File: src/common/spiPkg.sv
package spiPkg;

    // frame carries the address, the read/write flag, then one data byte
    localparam int addrBits = 7;
    localparam int dataBits = 8;

    // wide enough to index any bit of the data byte
    localparam int cntBits = $clog2(dataBits);

    // addressLoad sees six rises after the one that leaves idle
    localparam int lastAddrCount = addrBits - 2;

    // data phase counts its bits from the rise that leaves dataLoad
    localparam int lastDataCount = dataBits - 1;

    typedef enum logic [2:0] {
        idle,
        addressLoad,
        branch,
        dataLoad,
        readOut,
        writeIn
    } ctrlState;

endpackage
File: src/common/memPkg.sv
package memPkg;

    // one byte per address the frame can carry
    localparam int memDepth = 2 ** spiPkg::addrBits;

    // stable cycles needed before a synchronized pad level is accepted
    localparam int debounceWait = 3;
    localparam int debounceBits = 2;

endpackage

File: src/source/spiMemory.sv
module spiMemory (
    input  logic clk,
    input  logic rstN,
    input  logic sclk,
    input  logic cs,
    input  logic mosi,
    output logic miso,
    output logic misoEn
);

    logic sclkRise;
    logic sclkFall;
    logic csLevel;
    logic mosiLevel;
    logic addrWe;
    logic memWe;
    logic loadWe;
    logic [spiPkg::dataBits-1:0] shiftData;
    logic [spiPkg::dataBits-1:0] readData;

    inputConditioner sclkCond (
        .clk          (clk),
        .rstN         (rstN),
        .noisy        (sclk),
        .conditioned  (),
        .risingPulse  (sclkRise),
        .fallingPulse (sclkFall)
    );

    // cs idles high
    inputConditioner #(
        .resetLevel (1'b1)
    ) csCond (
        .clk          (clk),
        .rstN         (rstN),
        .noisy        (cs),
        .conditioned  (csLevel),
        .risingPulse  (),
        .fallingPulse ()
    );

    inputConditioner mosiCond (
        .clk          (clk),
        .rstN         (rstN),
        .noisy        (mosi),
        .conditioned  (mosiLevel),
        .risingPulse  (),
        .fallingPulse ()
    );

    spiController controller (
        .clk      (clk),
        .rstN     (rstN),
        .sclkRise (sclkRise),
        .csLevel  (csLevel),
        .rwBit    (shiftData[0]),
        .addrWe   (addrWe),
        .memWe    (memWe),
        .loadWe   (loadWe),
        .misoEn   (misoEn)
    );

    shiftRegister shifter (
        .clk         (clk),
        .rstN        (rstN),
        .shiftEn     (sclkRise),
        .serialIn    (mosiLevel),
        .loadEn      (loadWe),
        .parallelIn  (readData),
        .parallelOut (shiftData),
        .outEdge     (sclkFall),
        .serialOut   (miso)
    );

    // address sits above the rw flag after the eighth bit
    dataMemory memory (
        .clk       (clk),
        .rstN      (rstN),
        .addrWe    (addrWe),
        .addrIn    (shiftData[spiPkg::dataBits-1 -: spiPkg::addrBits]),
        .writeEn   (memWe),
        .writeData (shiftData),
        .readData  (readData)
    );

endmodule

File: src/source/dataMemory.sv
module dataMemory (
    input  logic clk,
    input  logic rstN,
    input  logic addrWe,
    input  logic [spiPkg::addrBits-1:0] addrIn,
    input  logic writeEn,
    input  logic [spiPkg::dataBits-1:0] writeData,
    output logic [spiPkg::dataBits-1:0] readData
);

    logic [spiPkg::addrBits-1:0] addrReg;
    logic [spiPkg::dataBits-1:0] memArray [memPkg::memDepth];

    always_ff @(posedge clk or negedge rstN) begin
        if (!rstN) begin
            addrReg <= '0;
        end else if (addrWe) begin
            addrReg <= addrIn;
        end
    end

    // write and registered read both use the latched address
    always_ff @(posedge clk) begin
        if (writeEn) begin
            memArray[addrReg] <= writeData;
        end
        readData <= memArray[addrReg];
    end

endmodule

File: src/source/spiController.sv
module spiController (
    input  logic clk,
    input  logic rstN,
    input  logic sclkRise,
    input  logic csLevel,
    input  logic rwBit,
    output logic addrWe,
    output logic memWe,
    output logic loadWe,
    output logic misoEn
);

    spiPkg::ctrlState state;
    logic [spiPkg::cntBits-1:0] bitCount;
    logic isRead;
    logic abort;

    // cs released mid-frame
    assign abort = csLevel && (state != spiPkg::idle);

    always_ff @(posedge clk or negedge rstN) begin
        if (!rstN) begin
            state    <= spiPkg::idle;
            bitCount <= '0;
        end else if (abort) begin
            state    <= spiPkg::idle;
            bitCount <= '0;
        end else begin
            unique case (state)
                spiPkg::idle: begin
                    if (sclkRise && !csLevel) begin
                        state    <= spiPkg::addressLoad;
                        bitCount <= '0;
                    end
                end
                spiPkg::addressLoad: begin
                    if (sclkRise) begin
                        if (bitCount == spiPkg::cntBits'(spiPkg::lastAddrCount)) begin
                            state    <= spiPkg::branch;
                            bitCount <= '0;
                        end else begin
                            bitCount <= bitCount + 1'b1;
                        end
                    end
                end
                spiPkg::branch: begin
                    // this rise shifts in the read/write flag
                    if (sclkRise) begin
                        state    <= spiPkg::dataLoad;
                        bitCount <= '0;
                    end
                end
                spiPkg::dataLoad: begin
                    if (sclkRise) begin
                        state    <= isRead ? spiPkg::readOut : spiPkg::writeIn;
                        bitCount <= spiPkg::cntBits'(1);
                    end else if (bitCount != '1) begin
                        // clk steps for address latch and memory read latency
                        bitCount <= bitCount + 1'b1;
                    end
                end
                spiPkg::readOut,
                spiPkg::writeIn: begin
                    if (sclkRise) begin
                        if (bitCount == spiPkg::cntBits'(spiPkg::lastDataCount)) begin
                            state    <= spiPkg::idle;
                            bitCount <= '0;
                        end else begin
                            bitCount <= bitCount + 1'b1;
                        end
                    end
                end
                default: begin
                    state    <= spiPkg::idle;
                    bitCount <= '0;
                end
            endcase
        end
    end

    // rw flag is in bit 0 during the first dataLoad cycle
    always_ff @(posedge clk or negedge rstN) begin
        if (!rstN) begin
            isRead <= 1'b0;
        end else if (abort || state == spiPkg::idle) begin
            isRead <= 1'b0;
        end else if (state == spiPkg::dataLoad && bitCount == '0) begin
            isRead <= rwBit;
        end
    end

    always_ff @(posedge clk or negedge rstN) begin
        if (!rstN) begin
            addrWe <= 1'b0;
            loadWe <= 1'b0;
            memWe  <= 1'b0;
            misoEn <= 1'b0;
        end else begin
            addrWe <= !abort && state == spiPkg::branch && sclkRise;
            // read data is valid two clk after the address latch
            loadWe <= !abort && state == spiPkg::dataLoad && isRead
                      && bitCount == spiPkg::cntBits'(1);
            memWe  <= !abort && state == spiPkg::writeIn && sclkRise
                      && bitCount == spiPkg::cntBits'(spiPkg::lastDataCount);
            misoEn <= !abort && ((state == spiPkg::dataLoad && isRead)
                                 || state == spiPkg::readOut);
        end
    end

endmodule

File: src/source/shiftRegister.sv
module shiftRegister (
    input  logic clk,
    input  logic rstN,
    input  logic shiftEn,
    input  logic serialIn,
    input  logic loadEn,
    input  logic [spiPkg::dataBits-1:0] parallelIn,
    output logic [spiPkg::dataBits-1:0] parallelOut,
    input  logic outEdge,
    output logic serialOut
);

    logic [spiPkg::dataBits-1:0] shiftReg;

    // msb first, so new bits enter at the bottom
    always_ff @(posedge clk) begin
        if (loadEn) begin
            shiftReg <= parallelIn;
        end else if (shiftEn) begin
            shiftReg <= {shiftReg[spiPkg::dataBits-2:0], serialIn};
        end
    end

    // miso only moves on falling sclk so the master samples a settled bit
    always_ff @(posedge clk or negedge rstN) begin
        if (!rstN) begin
            serialOut <= 1'b0;
        end else if (outEdge) begin
            serialOut <= shiftReg[spiPkg::dataBits-1];
        end
    end

    assign parallelOut = shiftReg;

endmodule

File: src/source/inputConditioner.sv
module inputConditioner #(
    parameter logic resetLevel = 1'b0
) (
    input  logic clk,
    input  logic rstN,
    input  logic noisy,
    output logic conditioned,
    output logic risingPulse,
    output logic fallingPulse
);

    logic syncFirst;
    logic syncSecond;
    logic prevLevel;
    logic [memPkg::debounceBits-1:0] stableCount;

    // two-flop synchronizer
    always_ff @(posedge clk or negedge rstN) begin
        if (!rstN) begin
            syncFirst  <= resetLevel;
            syncSecond <= resetLevel;
        end else begin
            syncFirst  <= noisy;
            syncSecond <= syncFirst;
        end
    end

    // accept a new level only after it held for debounceWait cycles
    always_ff @(posedge clk or negedge rstN) begin
        if (!rstN) begin
            conditioned <= resetLevel;
            stableCount <= '0;
        end else if (syncSecond == conditioned) begin
            stableCount <= '0;
        end else if (stableCount == memPkg::debounceBits'(memPkg::debounceWait - 1)) begin
            conditioned <= syncSecond;
            stableCount <= '0;
        end else begin
            stableCount <= stableCount + 1'b1;
        end
    end

    always_ff @(posedge clk or negedge rstN) begin
        if (!rstN) begin
            prevLevel <= resetLevel;
        end else begin
            prevLevel <= conditioned;
        end
    end

    // pulses line up with the first cycle of the new level
    assign risingPulse  = conditioned & ~prevLevel;
    assign fallingPulse = ~conditioned & prevLevel;

endmodule

File: config.mk
export PLATFORM = sky130hd
export DESIGN_NAME = spiMemory
export DESIGN_NICKNAME = d
export VERILOG_FILES = /design/src/common/spiPkg.sv /design/src/common/memPkg.sv /design/src/source/spiMemory.sv /design/src/source/dataMemory.sv /design/src/source/spiController.sv /design/src/source/shiftRegister.sv /design/src/source/inputConditioner.sv
export SDC_FILE = /design/constraint.sdc
export NUM_CORES = 1
export LEC_CHECK = 0
export ABC_AREA = 0
export ABC_CLOCK_PERIOD_IN_PS = 4150
export BUFFER_PORTS_ARGS = -buffer_cell sky130_fd_sc_hd__buf_2
export CORE_ASPECT_RATIO = 1.75
export CORE_MARGIN = 3
export CORE_UTILIZATION = 40
export CTS_BUF_LIST = sky130_fd_sc_hd__clkbuf_4
export CTS_CLUSTER_SIZE = 8
export DETAILED_ROUTE_END_ITERATION = 12
export PLACE_DENSITY_LB_ADDON = 0.2
export SLEW_MARGIN = 20
export SYNTH_ARGS = -nofsm -noshare
export SYNTH_HDL_FRONTEND = slang
export SYNTH_SLANG_ARGS = --single-unit
export TNS_END_PERCENT = 10
File: constraint.sdc
create_clock -name clk -period 4.15 [get_ports clk]
set_input_delay 0.415 -clock clk [delete_from_list [all_inputs] [get_ports clk]]
set_output_delay 0.415 -clock clk [all_outputs]
set_load 0.01 [all_outputs]
== Word-level counts from Yosys, hierarchy flattened ==
Memories as Yosys holds them, arrays and structs flattened. A register that Yosys moved wholly into a read port is not among the register bits.
Index checks and enable logic that the tools add are counted.
Word-level totals
  register bits: 43
  RAM bits: 1024
  input port bits: 5
  output and inout port bits: 2
  word-level logic and storage cells: 118
  memories kept: 1
Operators by class
  add/subtract/negate cells: 4
  equality and inequality tests: 23
  multiplexer cells: 32
  bitwise gates (word level): 7
  reductions and logical operators: 28
Memory list
  memory.memArray: words 128, width 8, read ports 1, clocked after Yosys merged registers in 1, write ports 1, RTL line dataMemory.sv:12  | logic [spiPkg::dataBits-1:0] memArray [memPkg::memDepth];
Operators by type and width (count)
  $mux 3: 17
  $pmux 3 s5: 2
  $ne 3x1->1 const B: 7
  $mux 8: 2
  $logic_and 1x1->1: 13
  $eq 3x3->1 const B: 4
  $mux 2: 6
  $reduce_and 7->1: 1
  $add 2x1->2 const B: 3
  $eq 2x2->1 const B: 3
  $eq 3x1->1 const B: 2
  $eq 3x2->1 const B: 2
  $logic_not 3->1: 2
  $reduce_and 2->1: 3
  $mux 1: 5
  $not 1->1: 5
  $reduce_and 5->1: 1
  $ne 4x1->1 const B: 1
  $reduce_bool 2->1: 2
  $add 3x1->3 const B: 1
  $eq 1x1->1: 3
  $ne 3x3->1 const B: 1
  $reduce_bool 3->1: 1
  $and 1x1->1: 2
  3 further kinds: 5

== Longest topological paths before layout ==
  depth in word-level cells: 6
  mapped depth: 12
  mapped depth without buffers: 8

== Cells and area by module ==
From an unflattened synthesis, not the netlist that was laid out.
Unflattened totals
  cells, all modules: 2631
  area total of the unflattened synthesis: 42754.8 µm²
Modules (own cells, without submodules)
  dataMemory: times used 1, cells an instance 2498, area each 40960.5 µm², sequential area each 31084.8 µm²
  spiController: times used 1, cells an instance 74, area each 726.9 µm², sequential area each 275.3 µm²
  shiftRegister: times used 1, cells an instance 20, area each 414.1 µm², sequential area each 265.3 µm²
  inputConditioner at csCond: times used 1, cells an instance 13, area each 224.0 µm², sequential area each 155.1 µm²
  inputConditioner at mosiCond: times used 1, cells an instance 13, area each 219.0 µm², sequential area each 150.1 µm²
  inputConditioner at sclkCond: times used 1, cells an instance 13, area each 210.2 µm², sequential area each 150.1 µm²

== Worst setup path before layout ==
No wires, ideal clock.
  path type: reg-to-reg
  start: register memory.addrReg[2] (netlist bit)
  end: memory memory.memArray[100][0] (netlist bit) (enable)
  library setup time: 0.370 ns
  data arrival time: 2.418 ns
  required time: 3.780 ns
  path slack: 1.362 ns
  stages on the path, launching flop included: 11
  path buffers: 8
  clock period less this slack: 2.788 ns
  path through: dfrtp_1 buf_2 buf_2 buf_2 buf_2 buf_2 buf_2 buf_2 nand3_1 clkbuf_1 nor2_1
RTL lines
  from (decl): RTL line dataMemory.sv:11  | logic [spiPkg::addrBits-1:0] addrReg;
  from (signal assigned): RTL line dataMemory.sv:18  | addrReg <= addrIn;
  to (decl): RTL line dataMemory.sv:12
No word-level cell before the write port.

==> impl_metrics.json <==
{
  "p_leak_nw": 15.4,
  "yosys-mux-area-fraction": 0.0432,
  "crit_slowest_cell": "dfrtp_4",
  "hold_viol": 0,
  "cts-root-buf": "clkbuf_4",
  "rows": 156,
  "die_w_um": 251,
  "min_path_cells": 0,
  "min_to": "sclkCond.syncSecond",
  "place_hpwl_um": 89700,
  "clock-skew-final_ps": 82.6,
  "placedCellCount": 3983,
  "grt_max_degree": 130,
  "num_io_pins": 7,
  "run_status": "finished, final reports clean",
  "maxSlewViolCount": 0,
  "grt_remaining_overflow": 0,
  "dieArea_um2": 109000,
  "powerDensity_nw_per_um2": 612,
  "drv_cap": 0,
  "drive_above_1_share": 0.243,
  "finalSetupTns_ps": 0,
  "crit_family": "simple AND/OR/NAND/NOR gates",
  "yosysTopAreaCell": "edfxtp_1",
  "use_met1": 0.269,
  "yosys_warnings": 0,
  "gp_congestion": 0.876,
  "post_cts_resized": 0,
  "synth.top_cell.area_share": 0.735,
  "synthSimpleGateAreaFrac": 0.0498,
  "syn_nets": 2592,
  "arrival_ps": 4960,
  "io_buffers": 6,
  "wl_per_cell_um": 31.6,
  "fill_cells": 9087,
  "yosys-top-cells-count": "1032 x edfxtp_1, 186 x nor2_1, 158 x a221oi_1",
  "chipHeight_um": 435,
  "worst-path-buf-inv": 2,
  "vias_per_cell": 6.11,
  "crit-reg2reg-capture": "memory.readData[0]",
  "cts_setup_buffers": 0,
  "reg2regPathDepth": 8,
  "route.vias.total": 26764,
  "drtIter0Drc": 2575,
  "synth.most_common_cell": "edfxtp_1",
  "h-tree-depth": 4,
  "setup-violations-final": 0,
  "tightest_slew_ps": 1120,
  "path_max_fanout": 41,
  "async_reset_ff_frac": 0.0326,
  "timing.fmax_ghz": 0.254,
  "ys_seq_area_frac": 0.760,
  "initial_utilization": 0.406,
  "worstSetupPathType": "register to register",
  "synth-xor-area-share": 0.000623,
  "synth_cells": 2583,
  "required_ps": 5170,
  "peakVddDrop_mv": 0.310,
  "dr.pass1.iters": 6,
  "fin_crit_ps": 3940,
  "drc": 0,
  "endpoint_kind": "register",
  "power.total_mw": 29.5,
  "syn_avg_cell_area_um2": 16.3,
  "cts.clk_slew.worst_paths_ps": 70,
  "wirelength_um": 138000,
  "grt_pass1_vias": 27425,
  "clk_latency_ps": 1180,
  "grt_pass1_wl_um": 196000,
  "synthAdderAreaFrac": 0.00119,
  "area_delta_synth_final_pct": 14.2,
  "synth-edff-count": 1032,
  "synth_top_family_by_area": "compound AO/OA/AOI/OAI gates",
  "ant_nets": 0,
  "grt_usage": 0.251,
  "gr-max-usage-layer": "met2",
  "hold-worst-slack_ps": 358,
  "slew-limit-headroom": 0.251,
  "hp-class": "register to register",
  "finalNonFillerCells": 4381,
  "yosysUniqueCellTypes": 78,
  "core_um2": 104000,
  "path_cells": "nor2_4 > buf_12 > buf_4 > a22oi_1 > o22ai_1 > nor3_1 > o2111ai_1 > or4_1",
  "cts-buffers-inserted": 225,
  "cts.sinks": 1075,
  "cts_tree": "built",
  "rsz0062_at_grt": "no",
  "cp_slowest_stage_delay_ps": 910,
  "grt_use_met3": 0.0494,
  "clockBufferDepth": 3,
  "start_kind": "register",
  "fin_crit_sh": 0.950,
  "fin_nets": 2886,
  "synth-compound-area-share": 0.123,
  "syn_area_um2": 42100,
  "reg2reg_slack_ps": 210,
  "rr_startpoint": "memory.addrReg[1]",
  "antenna_found_initial": 2,
  "worstHoldStart": "sclkCond.syncFirst",
  "synthFlopType": "edfxtp_1",
  "ys_top_cells_by_area": "edfxtp_1 74%, a221oi_1 3.3%, a22oi_1 2.2%",
  "ys_ff_latch": 1075,
  "met2_usage": 0.443
}
registers in the layout, indices dropped and copies added (netlist names), 2 cells and up:
| register | count |
|---|---|
| controller.state | 3 |
| memory.memArray | 1024 |
| sclkCond.stableCount | 2 |
| mosiCond.stableCount | 2 |
| shifter.parallelOut | 8 |
| memory.readData | 8 |
| csCond.stableCount | 2 |
| memory.addrReg | 7 |
| controller.bitCount | 3 |
area by class of cell:
cell class / instances / area (µm²) / share of cell area
Timing Repair Buffer: 271 / 2390 / 0.0497
Inverter: 10 / 40.0 / 0.000832
Multi-Input combinational cell: 1294 / 9260 / 0.192
Clock inverter: 62 / 302 / 0.00626
Clock buffer: 322 / 2420 / 0.0502
Sequential cell: 1075 / 32000 / 0.666
Antenna cell: 4 / 10.0 / 0.000208
Tap cell: 1343 / 1680 / 0.0349
per-layer routing:
layer	up-vias	share of wire	routed length, µm
li1	11249	-	-
met1	13740	0.34	46500
met2	1392	0.52	72300
met3	383	0.065	9050
met4	0	0.076	10500
met5	-	0	0
cells in the final DEF (no fill, tap or decap), types with 71 or more instances in the layout:
cell | netlist | final
edfxtp_1 | 1032 | 1032
clkbuf_4 | 0 | 322
buf_4 | 3 | 230
nor2_1 | 186 | 184
a221oi_1 | 158 | 158
a22oi_1 | 123 | 123
nand2_1 | 107 | 107
a21oi_1 | 93 | 93
mux2_2 | 71 | 71
how the worst max path moves through the flow:
| stage | from | endpoint | slack (ps) | depth (start not counted) |
|---|---|---|---|---|
| after floorplan | memory.addrReg[2] | memory.memArray[100][0] | 1360 | 10 |
| after global placement | memory.addrReg[0] | memory.readData[3] | 360 | 8 |
| after detailed placement | memory.addrReg[0] | memory.readData[3] | 310 | 8 |
| after CTS | memory.addrReg[0] | memory.readData[3] | 310 | 8 |
| after global routing | memory.addrReg[0] | memory.readData[3] | 270 | 8 |
| final | memory.addrReg[1] | memory.readData[0] | 210 | 8 |
cell families after synthesis:
group / after synthesis
AND/OR/NAND/NOR: 453
flip-flops: 1075
multiplexers: 149
buffers and inverters: 214
AO/OA/AOI/OAI: 685
XOR/XNOR: 3
adder cells (fa/ha/maj): 4
what timing repair did:
action                     CTS  global route
hold buffers                 9             0
setup endpoints to repair    0             0
hold endpoints to repair    38             0
where the power goes:
group          total (mW)  switching (mW)  internal (mW)
clock network        7.62            3.96           3.66
registers            13.5           0.455           13.0
logic                8.37            5.78           2.60
stage by stage:
step / setup WS (ps) / cell area, µm² / utilization
2_1_floorplan: 1360 / 42100 / -
3_3_place_gp: 356 / 45200 / 0.436
3_5_place_dp: 312 / 45300 / 0.436
4_1_cts: 313 / 48100 / 0.463
5_1_grt: 270 / 48100 / 0.464
6_report: 208 / 48100 / 0.464
No activity file was read; power rests on OpenSTA's default activity.
